**config.mk**
```make
export PLATFORM = sky130hd
export DESIGN_NAME = soc_periph_top
export DESIGN_NICKNAME = d
export VERILOG_FILES = /design/src/design/axi_pkg.sv /design/src/design/soc_map_pkg.sv /design/src/design/axi_chan_hold.sv /design/src/design/axi_apb_ctrl.sv /design/src/design/apb_decoder.sv /design/src/design/led_regs.sv /design/src/design/scratch_ram.sv /design/src/design/soc_periph_top.sv
export SDC_FILE = /design/constraint.sdc
export NUM_CORES = 1
export LEC_CHECK = 0
export ABC_AREA = 1
export BUFFER_PORTS_ARGS = -buffer_cell sky130_fd_sc_hd__buf_4
export CORE_ASPECT_RATIO = 1.5
export CORE_MARGIN = 5
export CORE_UTILIZATION = 55
export CTS_CLUSTER_DIAMETER = 50
export DETAILED_ROUTE_END_ITERATION = 8
export GPL_ROUTABILITY_DRIVEN = 0
export PLACE_DENSITY = 0.75
export SLEW_MARGIN = 20
export SYNTH_ARGS = -nofsm -noshare
export SYNTH_HDL_FRONTEND = slang
export SYNTH_SLANG_ARGS = --single-unit
```
**constraint.sdc**
```tcl
create_clock -name clk -period 4.9 [get_ports clk]
set_input_delay 0.98 -clock clk [delete_from_list [all_inputs] [get_ports clk]]
set_output_delay 0.98 -clock clk [all_outputs]
set_load 0.005 [all_outputs]
```
**src/design/axi_pkg.sv**
```systemverilog
package axi_pkg;

	// every transfer on the port is a single 32-bit beat
	localparam int AXI_ADDR_WIDTH = 32;
	localparam int AXI_DATA_WIDTH = 32;
	localparam int AXI_STRB_WIDTH = AXI_DATA_WIDTH / 8;

	typedef logic [AXI_ADDR_WIDTH-1:0] axi_addr_t;
	typedef logic [AXI_DATA_WIDTH-1:0] axi_data_t;
	typedef logic [AXI_STRB_WIDTH-1:0] axi_strb_t;
	typedef logic [1:0]                axi_resp_t;

	// only OKAY and SLVERR are ever returned
	localparam axi_resp_t RESP_OKAY   = 2'b00;
	localparam axi_resp_t RESP_SLVERR = 2'b10;

	// write beat as held between the w channel and the bridge
	typedef struct packed {
		axi_data_t data;
		axi_strb_t strb;
	} w_beat_t;

endpackage

```
**src/design/soc_map_pkg.sv**
```systemverilog
package soc_map_pkg;

	// 4 KiB slots, slot number in addr[15:12]
	localparam int SLOT_LSB   = 12;
	localparam int SLOT_WIDTH = 4;

	typedef logic [SLOT_WIDTH-1:0] slot_t;

	localparam slot_t SLOT_LED     = 4'd0;
	localparam slot_t SLOT_SCRATCH = 4'd1;

	// register offsets inside the LED slot
	localparam logic [SLOT_LSB-1:0] LED_SET_OFS    = 12'h000;
	localparam logic [SLOT_LSB-1:0] LED_TOGGLE_OFS = 12'h004;

endpackage

```
**src/design/axi_chan_hold.sv**
```systemverilog
`timescale 1ns/1ps

module axi_chan_hold #(
	parameter type T = logic
) (
	input  logic clk,
	input  logic rst_n,
	input  logic in_valid,
	output logic in_ready,
	input  T     in_data,
	output logic out_valid,
	output T     out_data,
	input  logic pop
);

	logic full;
	T     data_q;

	// ready only while the slot is free
	assign in_ready  = !full;
	assign out_valid = full;
	assign out_data  = data_q;

	always_ff @(posedge clk or negedge rst_n) begin
		if (!rst_n) begin
			full <= 1'b0;
		end else if (in_valid && in_ready) begin
			full <= 1'b1;
		end else if (pop) begin
			full <= 1'b0;
		end
	end

	always_ff @(posedge clk) begin
		if (in_valid && in_ready) begin
			data_q <= in_data;
		end
	end

endmodule

```
**src/design/axi_apb_ctrl.sv**
```systemverilog
`timescale 1ns/1ps

module axi_apb_ctrl import axi_pkg::*; (
	input  logic      clk,
	input  logic      rst_n,

	// held requests
	input  logic      aw_valid,
	input  axi_addr_t aw_addr,
	output logic      aw_pop,
	input  logic      w_valid,
	input  w_beat_t   w_beat,
	output logic      w_pop,
	input  logic      ar_valid,
	input  axi_addr_t ar_addr,
	output logic      ar_pop,

	// apb master
	output axi_addr_t paddr,
	output logic      pwrite,
	output axi_data_t pwdata,
	output axi_strb_t pstrb,
	output logic      psel,
	output logic      penable,
	input  axi_data_t prdata,
	input  logic      pslverr,

	// axi responses
	output logic      bvalid,
	output axi_resp_t bresp,
	input  logic      bready,
	output logic      rvalid,
	output axi_data_t rdata,
	output axi_resp_t rresp,
	input  logic      rready
);

	typedef enum logic [1:0] {
		S_IDLE,
		S_SETUP,
		S_ACCESS,
		S_RESP
	} state_t;

	state_t    state;
	logic      cur_write;
	logic      prefer_rd;
	logic      wr_req;
	logic      rd_req;
	logic      wr_go;
	logic      rd_go;
	axi_resp_t resp_q;
	axi_data_t rdata_q;

	// a write needs both its address and its data
	assign wr_req = aw_valid && w_valid;
	assign rd_req = ar_valid;

	// take turns when both sides are waiting
	assign wr_go = wr_req && !(rd_req && prefer_rd);
	assign rd_go = rd_req && !wr_go;

	always_ff @(posedge clk or negedge rst_n) begin
		if (!rst_n) begin
			state     <= S_IDLE;
			cur_write <= 1'b0;
			prefer_rd <= 1'b0;
		end else begin
			case (state)
				S_IDLE: begin
					if (wr_go || rd_go) begin
						state     <= S_SETUP;
						cur_write <= wr_go;
						prefer_rd <= wr_go;
					end
				end
				S_SETUP: begin
					state <= S_ACCESS;
				end
				S_ACCESS: begin
					state <= S_RESP;
				end
				S_RESP: begin
					// hold the response until the master takes it
					if (cur_write ? bready : rready) begin
						state <= S_IDLE;
					end
				end
				default: begin
					state <= S_IDLE;
				end
			endcase
		end
	end

	// slaves finish in one access cycle, sample there
	always_ff @(posedge clk) begin
		if (state == S_ACCESS) begin
			resp_q <= pslverr ? RESP_SLVERR : RESP_OKAY;
			if (!cur_write) begin
				rdata_q <= prdata;
			end
		end
	end

	assign psel    = (state == S_SETUP) || (state == S_ACCESS);
	assign penable = (state == S_ACCESS);
	assign pwrite  = cur_write;
	assign paddr   = cur_write ? aw_addr : ar_addr;
	assign pwdata  = w_beat.data;
	assign pstrb   = w_beat.strb;

	// release the held entries as the access completes
	assign aw_pop = penable && cur_write;
	assign w_pop  = penable && cur_write;
	assign ar_pop = penable && !cur_write;

	assign bvalid = (state == S_RESP) && cur_write;
	assign bresp  = resp_q;
	assign rvalid = (state == S_RESP) && !cur_write;
	assign rresp  = resp_q;
	assign rdata  = rdata_q;

endmodule

```
**src/design/apb_decoder.sv**
```systemverilog
`timescale 1ns/1ps

module apb_decoder import axi_pkg::*, soc_map_pkg::*; (
	input  axi_addr_t paddr,
	input  logic      psel,
	output logic      psel_led,
	output logic      psel_scratch,
	input  axi_data_t prdata_led,
	input  axi_data_t prdata_scratch,
	output axi_data_t prdata,
	output logic      pslverr
);

	slot_t slot;
	logic  hit_led;
	logic  hit_scratch;

	// bits above the slot field are not decoded
	assign slot        = paddr[SLOT_LSB +: SLOT_WIDTH];
	assign hit_led     = (slot == SLOT_LED);
	assign hit_scratch = (slot == SLOT_SCRATCH);

	assign psel_led     = psel && hit_led;
	assign psel_scratch = psel && hit_scratch;

	// nothing answers in the other slots
	assign pslverr = psel && !hit_led && !hit_scratch;

	always_comb begin
		case (slot)
			SLOT_LED: begin
				prdata = prdata_led;
			end
			SLOT_SCRATCH: begin
				prdata = prdata_scratch;
			end
			default: begin
				prdata = '0;
			end
		endcase
	end

endmodule

```
**src/design/led_regs.sv**
```systemverilog
`timescale 1ns/1ps

module led_regs import axi_pkg::*, soc_map_pkg::*; #(
	parameter int LED_COUNT = 4
) (
	input  logic                 clk,
	input  logic                 rst_n,
	input  logic                 psel,
	input  logic                 penable,
	input  logic                 pwrite,
	input  axi_addr_t            paddr,
	input  axi_data_t            pwdata,
	input  axi_strb_t            pstrb,
	output axi_data_t            prdata,
	output logic [LED_COUNT-1:0] led
);

	logic [SLOT_LSB-1:0]  ofs;
	logic                 wr_en;
	logic [LED_COUNT-1:0] led_q;

	assign ofs   = paddr[SLOT_LSB-1:0];
	// only byte lane 0 carries the led bits
	assign wr_en = psel && penable && pwrite && pstrb[0];

	always_ff @(posedge clk or negedge rst_n) begin
		if (!rst_n) begin
			led_q <= '0;
		end else if (wr_en) begin
			if (ofs == LED_SET_OFS) begin
				led_q <= pwdata[LED_COUNT-1:0];
			end else if (ofs == LED_TOGGLE_OFS) begin
				led_q <= led_q ^ pwdata[LED_COUNT-1:0];
			end
		end
	end

	// toggle register reads back as zero
	always_comb begin
		prdata = '0;
		if (ofs == LED_SET_OFS) begin
			prdata[LED_COUNT-1:0] = led_q;
		end
	end

	assign led = led_q;

endmodule

```
**src/design/scratch_ram.sv**
```systemverilog
`timescale 1ns/1ps

module scratch_ram import axi_pkg::*; #(
	parameter int SCRATCH_WORDS = 8
) (
	input  logic      clk,
	input  logic      rst_n,
	input  logic      psel,
	input  logic      penable,
	input  logic      pwrite,
	input  axi_addr_t paddr,
	input  axi_data_t pwdata,
	input  axi_strb_t pstrb,
	output axi_data_t prdata
);

	localparam int IDX_WIDTH = $clog2(SCRATCH_WORDS);

	axi_data_t            mem [SCRATCH_WORDS];
	logic [IDX_WIDTH-1:0] idx;
	logic                 wr_en;

	// word index, higher address bits alias
	assign idx   = paddr[2 +: IDX_WIDTH];
	assign wr_en = psel && penable && pwrite;

	always_ff @(posedge clk or negedge rst_n) begin
		if (!rst_n) begin
			for (int i = 0; i < SCRATCH_WORDS; i++) begin
				mem[i] <= '0;
			end
		end else if (wr_en) begin
			for (int b = 0; b < AXI_STRB_WIDTH; b++) begin
				if (pstrb[b]) begin
					mem[idx][8*b +: 8] <= pwdata[8*b +: 8];
				end
			end
		end
	end

	assign prdata = mem[idx];

endmodule

```
**src/design/soc_periph_top.sv**
```systemverilog
`timescale 1ns/1ps

module soc_periph_top import axi_pkg::*; #(
	parameter int LED_COUNT     = 4,
	parameter int SCRATCH_WORDS = 8
) (
	input  logic                 clk,
	input  logic                 rst_n,

	input  logic                 awvalid,
	output logic                 awready,
	input  axi_addr_t            awaddr,
	input  logic                 wvalid,
	output logic                 wready,
	input  axi_data_t            wdata,
	input  axi_strb_t            wstrb,
	output logic                 bvalid,
	input  logic                 bready,
	output axi_resp_t            bresp,
	input  logic                 arvalid,
	output logic                 arready,
	input  axi_addr_t            araddr,
	output logic                 rvalid,
	input  logic                 rready,
	output axi_data_t            rdata,
	output axi_resp_t            rresp,

	output logic [LED_COUNT-1:0] led
);

	// held requests
	w_beat_t   w_in;
	logic      aw_valid;
	axi_addr_t aw_addr;
	logic      aw_pop;
	logic      w_valid;
	w_beat_t   w_beat;
	logic      w_pop;
	logic      ar_valid;
	axi_addr_t ar_addr;
	logic      ar_pop;

	// apb side
	axi_addr_t paddr;
	logic      pwrite;
	axi_data_t pwdata;
	axi_strb_t pstrb;
	logic      psel;
	logic      penable;
	axi_data_t prdata;
	logic      pslverr;
	logic      psel_led;
	logic      psel_scratch;
	axi_data_t prdata_led;
	axi_data_t prdata_scratch;

	assign w_in = '{data: wdata, strb: wstrb};

	axi_chan_hold #(.T(axi_addr_t)) aw_hold_i (
		.clk       (clk),
		.rst_n     (rst_n),
		.in_valid  (awvalid),
		.in_ready  (awready),
		.in_data   (awaddr),
		.out_valid (aw_valid),
		.out_data  (aw_addr),
		.pop       (aw_pop)
	);

	axi_chan_hold #(.T(w_beat_t)) w_hold_i (
		.clk       (clk),
		.rst_n     (rst_n),
		.in_valid  (wvalid),
		.in_ready  (wready),
		.in_data   (w_in),
		.out_valid (w_valid),
		.out_data  (w_beat),
		.pop       (w_pop)
	);

	axi_chan_hold #(.T(axi_addr_t)) ar_hold_i (
		.clk       (clk),
		.rst_n     (rst_n),
		.in_valid  (arvalid),
		.in_ready  (arready),
		.in_data   (araddr),
		.out_valid (ar_valid),
		.out_data  (ar_addr),
		.pop       (ar_pop)
	);

	axi_apb_ctrl ctrl_i (
		.clk      (clk),
		.rst_n    (rst_n),
		.aw_valid (aw_valid),
		.aw_addr  (aw_addr),
		.aw_pop   (aw_pop),
		.w_valid  (w_valid),
		.w_beat   (w_beat),
		.w_pop    (w_pop),
		.ar_valid (ar_valid),
		.ar_addr  (ar_addr),
		.ar_pop   (ar_pop),
		.paddr    (paddr),
		.pwrite   (pwrite),
		.pwdata   (pwdata),
		.pstrb    (pstrb),
		.psel     (psel),
		.penable  (penable),
		.prdata   (prdata),
		.pslverr  (pslverr),
		.bvalid   (bvalid),
		.bresp    (bresp),
		.bready   (bready),
		.rvalid   (rvalid),
		.rdata    (rdata),
		.rresp    (rresp),
		.rready   (rready)
	);

	apb_decoder dec_i (
		.paddr          (paddr),
		.psel           (psel),
		.psel_led       (psel_led),
		.psel_scratch   (psel_scratch),
		.prdata_led     (prdata_led),
		.prdata_scratch (prdata_scratch),
		.prdata         (prdata),
		.pslverr        (pslverr)
	);

	led_regs #(.LED_COUNT(LED_COUNT)) led_i (
		.clk     (clk),
		.rst_n   (rst_n),
		.psel    (psel_led),
		.penable (penable),
		.pwrite  (pwrite),
		.paddr   (paddr),
		.pwdata  (pwdata),
		.pstrb   (pstrb),
		.prdata  (prdata_led),
		.led     (led)
	);

	scratch_ram #(.SCRATCH_WORDS(SCRATCH_WORDS)) scratch_i (
		.clk     (clk),
		.rst_n   (rst_n),
		.psel    (psel_scratch),
		.penable (penable),
		.pwrite  (pwrite),
		.paddr   (paddr),
		.pwdata  (pwdata),
		.pstrb   (pstrb),
		.prdata  (prdata_scratch)
	);

endmodule

```
# Yosys cells after proc, flatten, opt, wreduce, memory -nomap -nowiden
# Cells that the tools add are included.
[totals]
regBits = 368
inputBits = 107
output_inout_bits = 45
word_cells = 111
[op_classes]
magnitude_cmp = 2
eq_ne = 7
muxes = 37
n_bitwise = 3
reduce_logical = 42
[op_table]
columns = ["op", "n"]
rows = [
  ["two-way mux 256 bit", 7],
  ["bitwise mux 256 bit", 4],
  ["demux 32 bit (select 3 bit)", 4],
  ["binary-select mux 32 bit (select 3 bit)", 1],
  ["two-way mux 32 bit", 3],
  ["case mux 32 bit (2 select lines)", 1],
  ["two-way mux 16 bit", 2],
  ["two-way mux 24 bit", 1],
  ["logical AND 1 bit", 21],
  ["== test 12 x 3 -> 1 bit (second input constant)", 1],
  ["logical NOT 12 bit", 1],
  ["two-way mux 4 bit", 3],
  ["logical NOT 1 bit", 8],
  ["two-way mux 8 bit", 1],
  ["case mux 2 bit (4 select lines)", 1],
  ["AND reduction 2 bit", 4],
  ["nonzero test 2 bit", 4],
  ["two-way mux 1 bit", 6],
  ["two-way mux 2 bit", 3],
  ["== test 2 bit (second input constant)", 2],
  ["== test 4 x 1 -> 1 bit (second input constant)", 1],
  ["greater-or-equal comparator 4 bit (second input constant)", 1],
  ["logical NOT 4 bit", 1],
  ["less-than comparator 4 x 1 -> 1 bit (second input constant)", 1],
  ["7 further kinds", 9],
]

# Longest topological paths before layout
# Gate-level depths: netlist of the first run.
[depth]
word_depth = 17
depth_mapped = 13
mapped_depth_nobuf = 10

# By module
# Synthesis of the first run repeated with hierarchy kept, for this count alone.
[hier_totals]
hier_cells = 2423
hier_area_um2 = 19316.0
[by_module_without_submodules]
columns = ["mod", "instances", "cells_each", "area_each_um2", "seq_area_each_um2"]
rows = [
  ["scratch_ram", 1, 1883, 13038.8, 6406.1],
  ["axi_chan_hold at ar_hold_i ...", 2, 39, 1013.5, 985.9],
  ["axi_apb_ctrl", 1, 212, 1970.6, 1066.0],
  ["axi_chan_hold at w_hold_i", 1, 43, 1133.6, 1106.1],
  ["apb_decoder", 1, 123, 594.3, 0.0],
  ["led_regs", 1, 84, 551.8, 100.1],
]

# Worst setup path before layout of the first run
# OpenSTA, ideal clock, no wires.
[synth_path]
path_kind = "register to register"
from = "register ctrl_i.state[0]"
to = "register ctrl_i.rdata_q[0], in the netlist ctrl_i.rdata[0], enable pin"
setup_time_ns = 0.423
t_arrival_ns = 2.109
required_time_ns = 4.477
path_slack_ns = 2.368
path_stages_with_launch = 5
path_buffers = 0
period_less_slack_ns = 2.532
path_cell_list = "dfrtp_1 inv_1 ha_1 inv_1 nor2_1"
[synth_between]
elab_chain_len = 2
[synth_lines]
columns = ["item", "line", "rtl"]
rows = [
  ["start: declaration", "axi_apb_ctrl.sv:45", "state_t state;"],
  ["start signal: assignment", "axi_apb_ctrl.sv:65", "state <= S_IDLE;"],
  ["start signal: assignment", "axi_apb_ctrl.sv:72", "state <= S_SETUP;"],
  ["start signal: assignment", "axi_apb_ctrl.sv:78", "state <= S_ACCESS;"],
  ["== test 2 bit", "axi_apb_ctrl.sv:98", "if (state == S_ACCESS) begin"],
  ["AND reduction 2 bit (no line)", "-", ""],
  ["end signal: assignment", "axi_apb_ctrl.sv:101", "rdata_q <= prdata;"],
  ["end: declaration", "axi_apb_ctrl.sv:53", "axi_data_t rdata_q;"],
]
# Every way passes these cells.
# A chain may end at the register's enable or synchronous reset.

# Worst setup path in the final report of the first run
[layout_path]
from = "register ctrl_i.cur_write, in the netlist ctrl_i.pwrite"
to = "register scratch_i.mem[126] in the netlist's numbering"
[layout_between]
elab_chain_len = 14
word_cells_on_any_way = 25
cone_classes = "order compare (2); eq/ne (1); mux (17); bitwise (1); reduce/logical (4)"
[layout_lines]
columns = ["item", "line", "rtl"]
rows = [
  ["start: declaration", "axi_apb_ctrl.sv:46", "logic cur_write;"],
  ["start signal: assignment", "axi_apb_ctrl.sv:73", "cur_write <= wr_go;"],
  ["two-way mux 16 bit", "axi_apb_ctrl.sv:109", "assign paddr = cur_write ? aw_addr : ar_addr;"],
  ["NOT 3 -> 4 bit (not written as such)", "scratch_ram.sv:35", "mem[idx][8*b +: 8] <= pwdata[8*b +: 8];"],
  ["demux 32 bit (select 3 bit)", "scratch_ram.sv:35", ""],
  ["bitwise mux 256 bit", "scratch_ram.sv:35", ""],
  ["two-way mux 256 bit", "scratch_ram.sv:34", "if (pstrb[b]) begin"],
  ["two-way mux 256 bit", "scratch_ram.sv:32", "end else if (wr_en) begin"],
  ["bitwise mux 256 bit", "scratch_ram.sv:35", ""],
  ["two-way mux 256 bit", "scratch_ram.sv:34", ""],
  ["two-way mux 256 bit", "scratch_ram.sv:32", ""],
  ["bitwise mux 256 bit", "scratch_ram.sv:35", ""],
  ["two-way mux 256 bit", "scratch_ram.sv:34", ""],
  ["two-way mux 256 bit", "scratch_ram.sv:32", ""],
  ["bitwise mux 256 bit", "scratch_ram.sv:35", ""],
  ["two-way mux 256 bit", "scratch_ram.sv:34", ""],
  ["end signal: indexed assignment", "scratch_ram.sv:35", ""],
  ["end: declaration", "scratch_ram.sv:19", "axi_data_t mem [SCRATCH_WORDS];"],
]
# Several ways; a longest one is shown, not always the timed one. The select of a mux whose other input is x is not followed.

==> results of run 1 <==
==> worst register-to-register path, delay by kind of cell (launching register included) <==
family | cells | cell delay, ns
AND/OR/NAND/NOR | 7 | 2.29
flip-flops | 1 | 0.75
buffers and inverters | 1 | 0.16
==> worst paths after layout <==
| path | startpoint | end | slack (ns) |
|---|---|---|---|
| max in group asynchronous | rst_n | scratch_i.mem[39]$_DFFE_PN0P_ | 3.21 |
| min in group asynchronous | rst_n | scratch_i.mem[108]$_DFFE_PN0P_ | 0.49 |
| worst max-delay path | ctrl_i.pwrite$_DFFE_PN0P_ | scratch_i.mem[126]$_DFFE_PN0P_ | 1.65 |
| worst min register to register | scratch_i.mem[152]$_DFFE_PN0P_ | scratch_i.mem[152]$_DFFE_PN0P_ | 0.47 |
| worst max register to register | ctrl_i.pwrite$_DFFE_PN0P_ | scratch_i.mem[126]$_DFFE_PN0P_ | 1.65 |
| worst min-delay path | scratch_i.mem[152]$_DFFE_PN0P_ | scratch_i.mem[152]$_DFFE_PN0P_ | 0.47 |
==> routing by layer <==
metal	share of wire [%]	GRT usage [%]
met5	0	0
met4	3.9	10.1
met1	39	30.4
met3	6.0	3.79
met2	51	43.4
==> Yosys cell counts, types with 8 or more instances <==
library cell and instances:
a21oi_1 31, buf_1 17, buf_2 8, buf_4 8, clkbuf_1 84, dfrtp_1 266, edfxtp_1 101, inv_1 47
nand2_1 786, nand3_1 122, nor2_1 187, nor2_4 11, nor2_8 19, o21ai_0 185, o21ai_1 43
==> power breakdown <==
| group | total [uW] | internal [uW] | switching, uW |
|---|---|---|---|
| Combinational | 2500 | 681 | 1820 |
| Sequential | 3790 | 3550 | 242 |
| Clock | 2900 | 1700 | 1200 |
==> cell type report <==
cell class                 instances  area (um^2)  share of cell area [%]
inverter                          49          184                   0.965
timing repair buffer             135         1030                    5.42
sequential                       367         9690                    50.8
multi-input combinational       1420         6400                    33.6
clock buffer                      56         1150                    6.06
tap                              400          500                    2.63
clock inverter                    13         97.6                   0.512
==> logic make-up after synthesis <==
group,after synthesis,synth area share [%]
fa+ha+maj,4,0.299
buf+inv,170,4.23
compound gates,261,7.88
flops,367,57.8
other cells,1,0.0224
simple gates,1153,29.8
==> flip-flops by register name, indices dropped and copies added (netlist names) <==
| name | flops |
|---|---|
| ar_hold_i.out_data | 16 |
| ctrl_i.state | 2 |
| w_hold_i.out_valid | 1 |
| w_hold_i.out_data | 36 |
| led_i.led | 4 |
| aw_hold_i.out_data | 16 |
| ctrl_i.pwrite | 1 |
| scratch_i.mem | 256 |
| ctrl_i.bresp | 1 |
| aw_hold_i.out_valid | 1 |
| ar_hold_i.out_valid | 1 |
| ctrl_i.rdata | 32 |
==> stage by stage <==
| stage | util, % | instance area (um^2) | total power, uW | hold slack [ns] | instances |
|---|---|---|---|---|---|
| after floorplan | - | 16800 | 5400 | 0.437 | 1957 |
| after global placement | 59.0 | 17800 | 6270 | 0.450 | 2371 |
| after detailed placement | 59.0 | 17800 | 6320 | 0.459 | 2371 |
| after CTS | 63.2 | 19100 | 9230 | 0.474 | 2440 |
| after global routing | 63.2 | 19100 | 9650 | 0.485 | 2440 |
| final | 63.2 | 19100 | 9180 | 0.470 | 2440 |
==> impl_metrics.tcl, run 1 <==
set metrics [dict create \
    path_cells "inv_2 -> nand2_1 -> nand2_2 -> nor2_4 -> nand2_2 -> nor2_4 -> nand2_1 -> nand2_1" \
    hold_depth 2 \
    num_antenna_cells 0 \
    nNetsFinal 2122 \
    die_y_um 224 \
    path_max_fanout 35 \
    rsz0062_at_grt "false" \
    slew_headroom_pct 32.1 \
    post_cts_buffers 0 \
    slowest_stage "dfrtp_1" \
    final.setup.tns_ns 0 \
    area_delta_synth_final_pct 13.7 \
    final_max_slew_viol_count 0 \
    cts-root-buf "clkbuf_16" \
    crit_family "simple AND/OR/NAND/NOR gates" \
    ctsResizeCount 0 \
    cts_buffers 38 \
    setup.worst_path.start_class "register" \
    synth_top_cell_by_area "dfrtp_1" \
    drtIter0Drc 1240 \
    p_leak_uw 0.0100 \
    dp_hpwl_mm 25.4 \
    syn-cell-area_um2 16800 \
    yosys_warnings 0 \
    worst_pin_slew_ns 1.02 \
    syn_area_per_cell_um2 8.57 \
    fin_crit_sh_pct 66.4 \
    ys_top_cells_by_area "dfrtp_1, edfxtp_1, nand2_1, o21ai_0, nor2_1" \
    synth-seq-cells 367 \
    cts_tree "done" \
    first_pass_iters 7 \
    postCtsHoldBufs 0 \
    syn_inst 1956 \
    drive_above_1_share_pct 12.4 \
    ioPinCount 152 \
    crit_required_ns 5.37 \
    skew_ns 0.0109 \
    cts_sinks 367 \
    synth-main-ff-cell "dfrtp_1" \
    post_drt_wl_per_cell_um 17.2 \
    path_class "reg2reg" \
    cp.buffers_inverters 1 \
    status "finished clean" \
    antenna_found_initial 0 \
    post_drt_via_cell_ratio 5.45 \
    irDropWorstVdd_mv 0.429 \
    vias 13300 \
    core_um2 30200 \
    initial_core_util_pct 55.6 \
    port_buffers 117 \
    setup_viol 0 \
    grt_pass1_vias 13400 \
    max_stage_delay_ns 0.75 \
    clock_path_buffers 3 \
    ys_types 30 \
    synthArstFlopShare_pct 72.5 \
    grt_util_all_layers_pct 24.6 \
    htreeDepth 2 \
    grt_max_degree 126 \
    final_cell_mix "nand2_1, dfrtp_1, nor2_1, o21ai_0, buf_4" \
    worstRegToRegCells 8 \
    critical_path_depth 8 \
    worstSetupEndpointType "register" \
    clk_latency_ns 0.54 \
    synth-edff-count 101 \
    drc 0 \
    crit_path_frequent_cell "nand2_1" \
    dieArea_um2 34100 \
    fillers 2499 \
    fin_ws_ns 1.65 \
    grt_pass1_wl_mm 68.4 \
    hold_path_class "reg2reg" \
    gr-total-overflow 0 \
    routed_wl_mm 42.0 \
    die_w_um 153 \
    ant_nets 0 \
    seq_area_frac_synth_pct 57.8 \
    fmax_ghz 0.307 \
    finalHoldViolCount 0 \
    clkSlewWorstSetupHoldPaths_ns 0.06 \
    crit_arrival_ns 3.72 \
    synth_top_area_share_pct 39.7 \
    final_common_cell "nand2_1" \
    dp_slack_ns 1.69 \
    rows 78 \
    powerDensity_nw_per_um2 482 \
    min_period_ns 3.25 \
    cap_violations 0 \
]
Note: power is estimated with default switching activity, not from simulation.
==> run 2: changes to the inputs <==
--- a/config.mk
+++ b/config.mk
@@ -9,11 +9,11 @@
 export BUFFER_PORTS_ARGS = -buffer_cell sky130_fd_sc_hd__buf_4
 export CORE_ASPECT_RATIO = 1.5
 export CORE_MARGIN = 5
-export CORE_UTILIZATION = 55
+export CORE_UTILIZATION = 54
 export CTS_CLUSTER_DIAMETER = 50
 export DETAILED_ROUTE_END_ITERATION = 8
 export GPL_ROUTABILITY_DRIVEN = 0
-export PLACE_DENSITY = 0.75
+export PLACE_DENSITY = 0.76
 export SLEW_MARGIN = 20
 export SYNTH_ARGS = -nofsm -noshare
 export SYNTH_HDL_FRONTEND = slang
==> constraint.sdc (replaced) <==
create_clock -name clk -period 2.85 [get_ports clk]
set_input_delay 0.57 -clock clk [delete_from_list [all_inputs] [get_ports clk]]
set_output_delay 0.57 -clock clk [all_outputs]
set_load 0.005 [all_outputs]
==> run 2 against run 1 <==
Net effect:
- first-iteration DRC count fell by 4.5%
- register-to-register slack got worse by 1.3 ns
- fmax rose by 28%
- total power rose by 77%
- cell area rose by 2.0%
- global-route usage rose by 0.53 points
- via count rose by 2.3%
==> impl_metrics.tcl, run 2 (synthesis gave the netlist of run 1 again) <==
set metrics [dict create \
    dieArea_um2 34700 \
    regMostFlops "scratch_i.mem" \
    final_max_slew_viol_count 0 \
    path_class "reg2reg" \
    dp_slack_ns 0.354 \
    ctsResizeCount 0 \
    rows 79 \
    first_pass_iters 5 \
    path_max_fanout 11 \
    setup_viol 0 \
    slowest_stage "dfrtp_1" \
    crit_arrival_ns 2.96 \
    clock_path_buffers 3 \
    cts-root-buf "clkbuf_16" \
    nNetsFinal 2146 \
    num_antenna_cells 0 \
    cp.buffers_inverters 2 \
    rsz0062_at_grt "false" \
    status "finished clean" \
    setup.worst_path.start_class "register" \
    vias 13600 \
    path_cells "buf_4 -> nor2_1 -> nand2_1 -> nand2_2 -> nand2_2 -> nor2_8 -> buf_4 -> nand4_1 -> nand2_1 -> nand2_1" \
    ant_nets 0 \
    antenna_found_initial 1 \
    post_cts_buffers 0 \
    fmax_ghz 0.394 \
    crit_path_frequent_cell "nand2_1" \
    initial_core_util_pct 54.3 \
    grt_pass1_vias 13800 \
    postCtsHoldBufs 1 \
    htreeDepth 2 \
    largest_register_ff_count 256 \
    total_power_uw 16300 \
    drtIter0Drc 1184 \
    die_w_um 154 \
    crit_family "simple AND/OR/NAND/NOR gates" \
    switching_share_pct 34.5 \
    final_util_pct 63.0 \
    routed_wl_mm 42.9 \
    min_period_ns 2.54 \
    ioPinCount 152 \
    clk_latency_ns 0.54 \
    skew_ns 0.0156 \
    post_drt_via_cell_ratio 5.51 \
    grt_util_all_layers_pct 25.1 \
    area_delta_synth_final_pct 15.9 \
    clkPwrFrac_pct 32.7 \
    powerDensity_nw_per_um2 838 \
    power_frac_comb_pct 27.4 \
    irDropWorstVdd_mv 0.746 \
    worstSetupEndpointType "register" \
    final.setup.tns_ns 0 \
    p_leak_uw 0.0102 \
    cts_buffers 37 \
    hold_path_class "in2reg" \
    internal_power_uw 10700 \
    cap_violations 0 \
    port_buffers 117 \
    max_stage_delay_ns 0.50 \
    worst_pin_slew_ns 0.624 \
    hold_slack_ns 0.201 \
    drive_above_1_share_pct 13.6 \
    dp_hpwl_mm 27.3 \
    slew_headroom_pct 58.4 \
    gr-total-overflow 0 \
    die_y_um 226 \
    p_seq_share_pct 39.9 \
    finalHoldViolCount 0 \
    fin_ws_ns 0.310 \
    drc 0 \
    final_common_cell "nand2_1" \
    grt_max_degree 104 \
    final_cell_mix "nand2_1, dfrtp_1, nor2_1, o21ai_0, buf_4" \
    cts_tree "done" \
    crit_required_ns 3.27 \
    post_drt_wl_per_cell_um 17.4 \
    cts_sinks 367 \
    core_um2 30800 \
    grt_pass1_wl_mm 70.2 \
    clkSlewWorstSetupHoldPaths_ns 0.06 \
    p_sw_uw 5620 \
    fin_crit_sh_pct 89.1 \
]
[run 2: cell types whose count changed in the layout (fill, tap and decap cells not counted)]
cell	before	now
clkinvlp_4	0	2
buf_4	133	150
clkbuf_8	3	4
dlygate4sd3_1	0	1
buf_12	1	8
clkbuf_1	10	3
clkinv_4	1	3
clkinv_2	6	2
clkinv_1	3	6
clkbuf_16	43	39
bufinv_16	1	7
[run 2: area by class of cell]
| type | count | area (um^2) |
|---|---|---|
| repair buffers | 160 | 1310 |
| well taps | 405 | 507 |
| clock buffers | 46 | 1040 |
| flip-flops and latches | 367 | 9690 |
| fillers | 2598 | 11400 |
| clock inverters | 22 | 302 |
| multi-input cells | 1420 | 6400 |
| inverters | 49 | 184 |
[run 2: layer usage]
metal  up-vias  track usage, %  part of all wire [%]
met2       483            44.7                    52
met3       122            3.62                   6.1
met5         -               0                     0
li1       6443               -                     -
met1      6565            30.0                    38
met4         0            12.1                   4.1
[run 2: power groups by stage]
stage / combinational, uW / sequential [uW] / clock [uW]
2_1_floorplan: 2910 / 6380 / 0
3_3_place_gp: 4360 / 6560 / 0
3_5_place_dp: 4440 / 6590 / 0
4_1_cts: 4470 / 6500 / 5410
5_1_grt: 4930 / 6560 / 5630
6_report: 4470 / 6500 / 5320
[run 2: stage by stage]
stage | instance area [um^2] | std cells
5_1_grt | 19400 | 2469
3_5_place_dp | 18100 | 2400
2_1_floorplan | 16800 | 1957
3_3_place_gp | 18100 | 2400
6_report | 19400 | 2469
4_1_cts | 19400 | 2469
[run 2: worst register-to-register path, cell delays in order, from the launching register on]
cell,delay (ns)
dfrtp_1,0.50
buf_4,0.24
nor2_1,0.11
nand2_1,0.07
nand2_2,0.09
nand2_2,0.10
nor2_8,0.28
buf_4,0.25
nand4_1,0.49
nand2_1,0.22
nand2_1,0.06
[run 2: worst paths after layout]
path,startpoint,to,depth (start not counted),slack [ns]
max in group asynchronous,rst_n,scratch_i.mem[48]$_DFFE_PN0P_,3,1.34
min in group asynchronous,rst_n,scratch_i.mem[41]$_DFFE_PN0P_,2,0.54
worst min register to register,scratch_i.mem[62]$_DFFE_PN0P_,scratch_i.mem[62]$_DFFE_PN0P_,2,0.47
worst max register to register,ctrl_i.pwrite$_DFFE_PN0P_,scratch_i.mem[92]$_DFFE_PN0P_,10,0.31
worst min-delay path,wstrb[1],w_hold_i.out_data[1]$_DFFE_PP_,1,0.20
worst max-delay path,ctrl_i.pwrite$_DFFE_PN0P_,scratch_i.mem[92]$_DFFE_PN0P_,10,0.31
==> run 3: changes to the inputs <==
--- a/config.mk
+++ b/config.mk
@@ -5,7 +5,6 @@
 export SDC_FILE = /design/constraint.sdc
 export NUM_CORES = 1
 export LEC_CHECK = 0
-export ABC_AREA = 1
 export BUFFER_PORTS_ARGS = -buffer_cell sky130_fd_sc_hd__buf_4
 export CORE_ASPECT_RATIO = 1.5
 export CORE_MARGIN = 5
@@ -13,7 +12,7 @@
 export CTS_CLUSTER_DIAMETER = 50
 export DETAILED_ROUTE_END_ITERATION = 8
 export GPL_ROUTABILITY_DRIVEN = 0
-export PLACE_DENSITY = 0.76
+export PLACE_DENSITY = 0.77
 export SLEW_MARGIN = 20
 export SYNTH_ARGS = -nofsm -noshare
 export SYNTH_HDL_FRONTEND = slang
==> run 3 against run 2 <==
Net effect:
- die area fell by 4.3%
- hold slack worse by 0.20 ns
- combinational power down 30%
- global-route usage decreased by 3.1 points
- sequential share of layout area is 2.2 points higher
==> impl_metrics.tcl, run 3 <==
set metrics [dict create \
    largest_register_ff_count 256 \
    grt_pass1_wl_mm 57.9 \
    dp_hpwl_mm 23.1 \
    fillers 2178 \
    ys_types 48 \
    fmax_ghz 0.381 \
    setup.worst_path.start_class "register" \
    syn_area_per_cell_um2 13.2 \
    cts_tree "done" \
    gr-total-overflow 0 \
    yosys-top-cells-count "dfrtp_1, mux2_2, nand2_1" \
    htreeDepth 2 \
    synthArstFlopShare_pct 72.5 \
    num_antenna_cells 0 \
    initial_core_util_pct 54.5 \
    status "finished clean" \
    synth_top_cell_by_area "dfrtp_1" \
    nNetsFinal 1443 \
    ioPinCount 152 \
    antenna_found_initial 0 \
    postCtsHoldBufs 0 \
    worstRegToRegCells 5 \
    ys_top_cells_by_area "dfrtp_1, edfxtp_1, mux2_2, nand2_1, mux2i_1" \
    fin_ws_ns 0.224 \
    drive_above_1_share_pct 35.0 \
    setup_viol 0 \
    dp_slack_ns 0.288 \
    final_cell_mix "dfrtp_1, mux2_2, nand2_1" \
    hold_path_class "in2async" \
    first_pass_iters 4 \
    drtIter0Drc 538 \
    core_um2 29400 \
    syn_inst 1212 \
    grt_pass1_vias 10900 \
    final_max_slew_viol_count 0 \
    clkSlewWorstSetupHoldPaths_ns 0.06 \
    powerDensity_nw_per_um2 754 \
    irDropWorstVdd_mv 0.589 \
    slew_headroom_pct 40.9 \
    grt_util_all_layers_pct 22.0 \
    routed_wl_mm 35.2 \
    seq_area_frac_synth_pct 60.5 \
    cap_violations 0 \
    final_common_cell "dfrtp_1" \
    cts-root-buf "clkbuf_16" \
    area_delta_synth_final_pct 16.3 \
    path_max_fanout 23 \
    post_drt_wl_per_cell_um 20.1 \
    synth.most_common_cell "dfrtp_1" \
    drc 0 \
    regArea_um2 9690 \
    p_leak_uw 0.00849 \
    crit_required_ns 3.09 \
    final_util_pct 63.3 \
    vias 10000 \
    worst_pin_slew_ns 0.886 \
    rows 77 \
    die_y_um 221 \
    clk_latency_ns 0.52 \
    path_class "reg2reg" \
    dieArea_um2 33300 \
    crit-reg2reg-launch "ctrl_i.pwrite$_DFFE_PN0P_" \
    ctsResizeCount 0 \
    worstSetupEndpointType "register" \
    cp-startpoint "ctrl_i.pwrite$_DFFE_PN0P_" \
    regMostFlops "scratch_i.mem" \
    multi_input_area_um2 5990 \
    final.setup.tns_ns 0 \
    post_cts_buffers 0 \
    postPlaceCellArea_um2 17500 \
    yosys_warnings 0 \
    post_drt_via_cell_ratio 5.73 \
    synth-main-ff-cell "dfrtp_1" \
    min_period_ns 2.63 \
    hold_slack_ns 0.00185 \
    clock_path_buffers 3 \
    ant_nets 0 \
    die_w_um 151 \
    synth-seq-cells 367 \
    rsz0062_at_grt "false" \
    synth_top_area_share_pct 41.6 \
    port_buffers 117 \
    skew_ns 0.00973 \
    finalHoldViolCount 0 \
    cts_sinks 367 \
    syn-cell-area_um2 16000 \
    reg2reg_slack_ns 0.22 \
    cts_buffers 36 \
    crit_arrival_ns 2.87 \
    fin_crit_sh_pct 92.1 \
    synth-edff-count 101 \
    final_cell_area_um2 18600 \
    grt_max_degree 87 \
]
run 3: cell types whose count changed after synthesis, sizes merged, moves of 9 or more:
cell and delta:
a2111oi +27, and3 +38, clkbuf -50, inv -38, mux2 +258, mux2i +39
nand2 -583, nand3 -46, nor2 -204, nor2b +9, o21ai -224
run 3: power breakdown:
part	leakage [uW]	switching (uW)	internal, uW
combinational	0.00333	1880	1240
clock	0.000543	1960	2600
sequential	0.00462	350	6000
run 3: routing by layer:
layer | part of all wire (%) | vias up | GRT usage (%)
met5 | 0 | - | 0
met4 | 3.7 | 0 | 9.28
met3 | 5.1 | 85 | 3.44
met2 | 52 | 293 | 36.8
met1 | 39 | 5081 | 28.5
li1 | - | 4587 | -
run 3: critical path, cell delays in order (launching register included):
cell and delay, ns:
dfrtp_1 0.44, buf_12 0.22, or4b_1 0.48, a21o_1 0.42
buf_4 0.31, a2111oi_0 0.47
run 3: cell families after synthesis:
family                   share of synthesized area, %
multiplexers                                     20.7
buffers and inverters                            2.37
AO/OA/AOI/OAI                                    4.23
AND/OR/NAND/NOR                                  11.8
adder cells (fa/ha/maj)                         0.313
other                                          0.0234
flip-flops                                       60.5
run 3: final cells by class:
class	instances	area share, %
Timing Repair Buffer	147	6.84
Sequential cell	367	52.1
Clock buffer	52	5.49
Inverter	11	0.222
Clock inverter	12	0.518
Multi-Input combinational cell	769	32.2
Tap cell	395	2.66
run 3: worst paths after layout:
kind | end
min in group clk | w_hold_i.out_data[15]$_DFFE_PP_
worst min-delay path | ctrl_i.state[1]$_DFFE_PN0P_
worst max-delay path | ctrl_i.rdata[31]$_SDFFCE_PN0P_
max in group asynchronous | scratch_i.mem[179]$_DFFE_PN0P_
worst max register to register | ctrl_i.rdata[31]$_SDFFCE_PN0P_
worst min register to register | scratch_i.mem[165]$_DFFE_PN0P_
run 3: metrics by stage:
step | total power, uW | std cells
4_1_cts | 14200 | 1753
6_report | 14000 | 1753
3_5_place_dp | 9570 | 1689
2_1_floorplan | 8200 | 1213
5_1_grt | 14700 | 1753
3_3_place_gp | 9500 | 1689
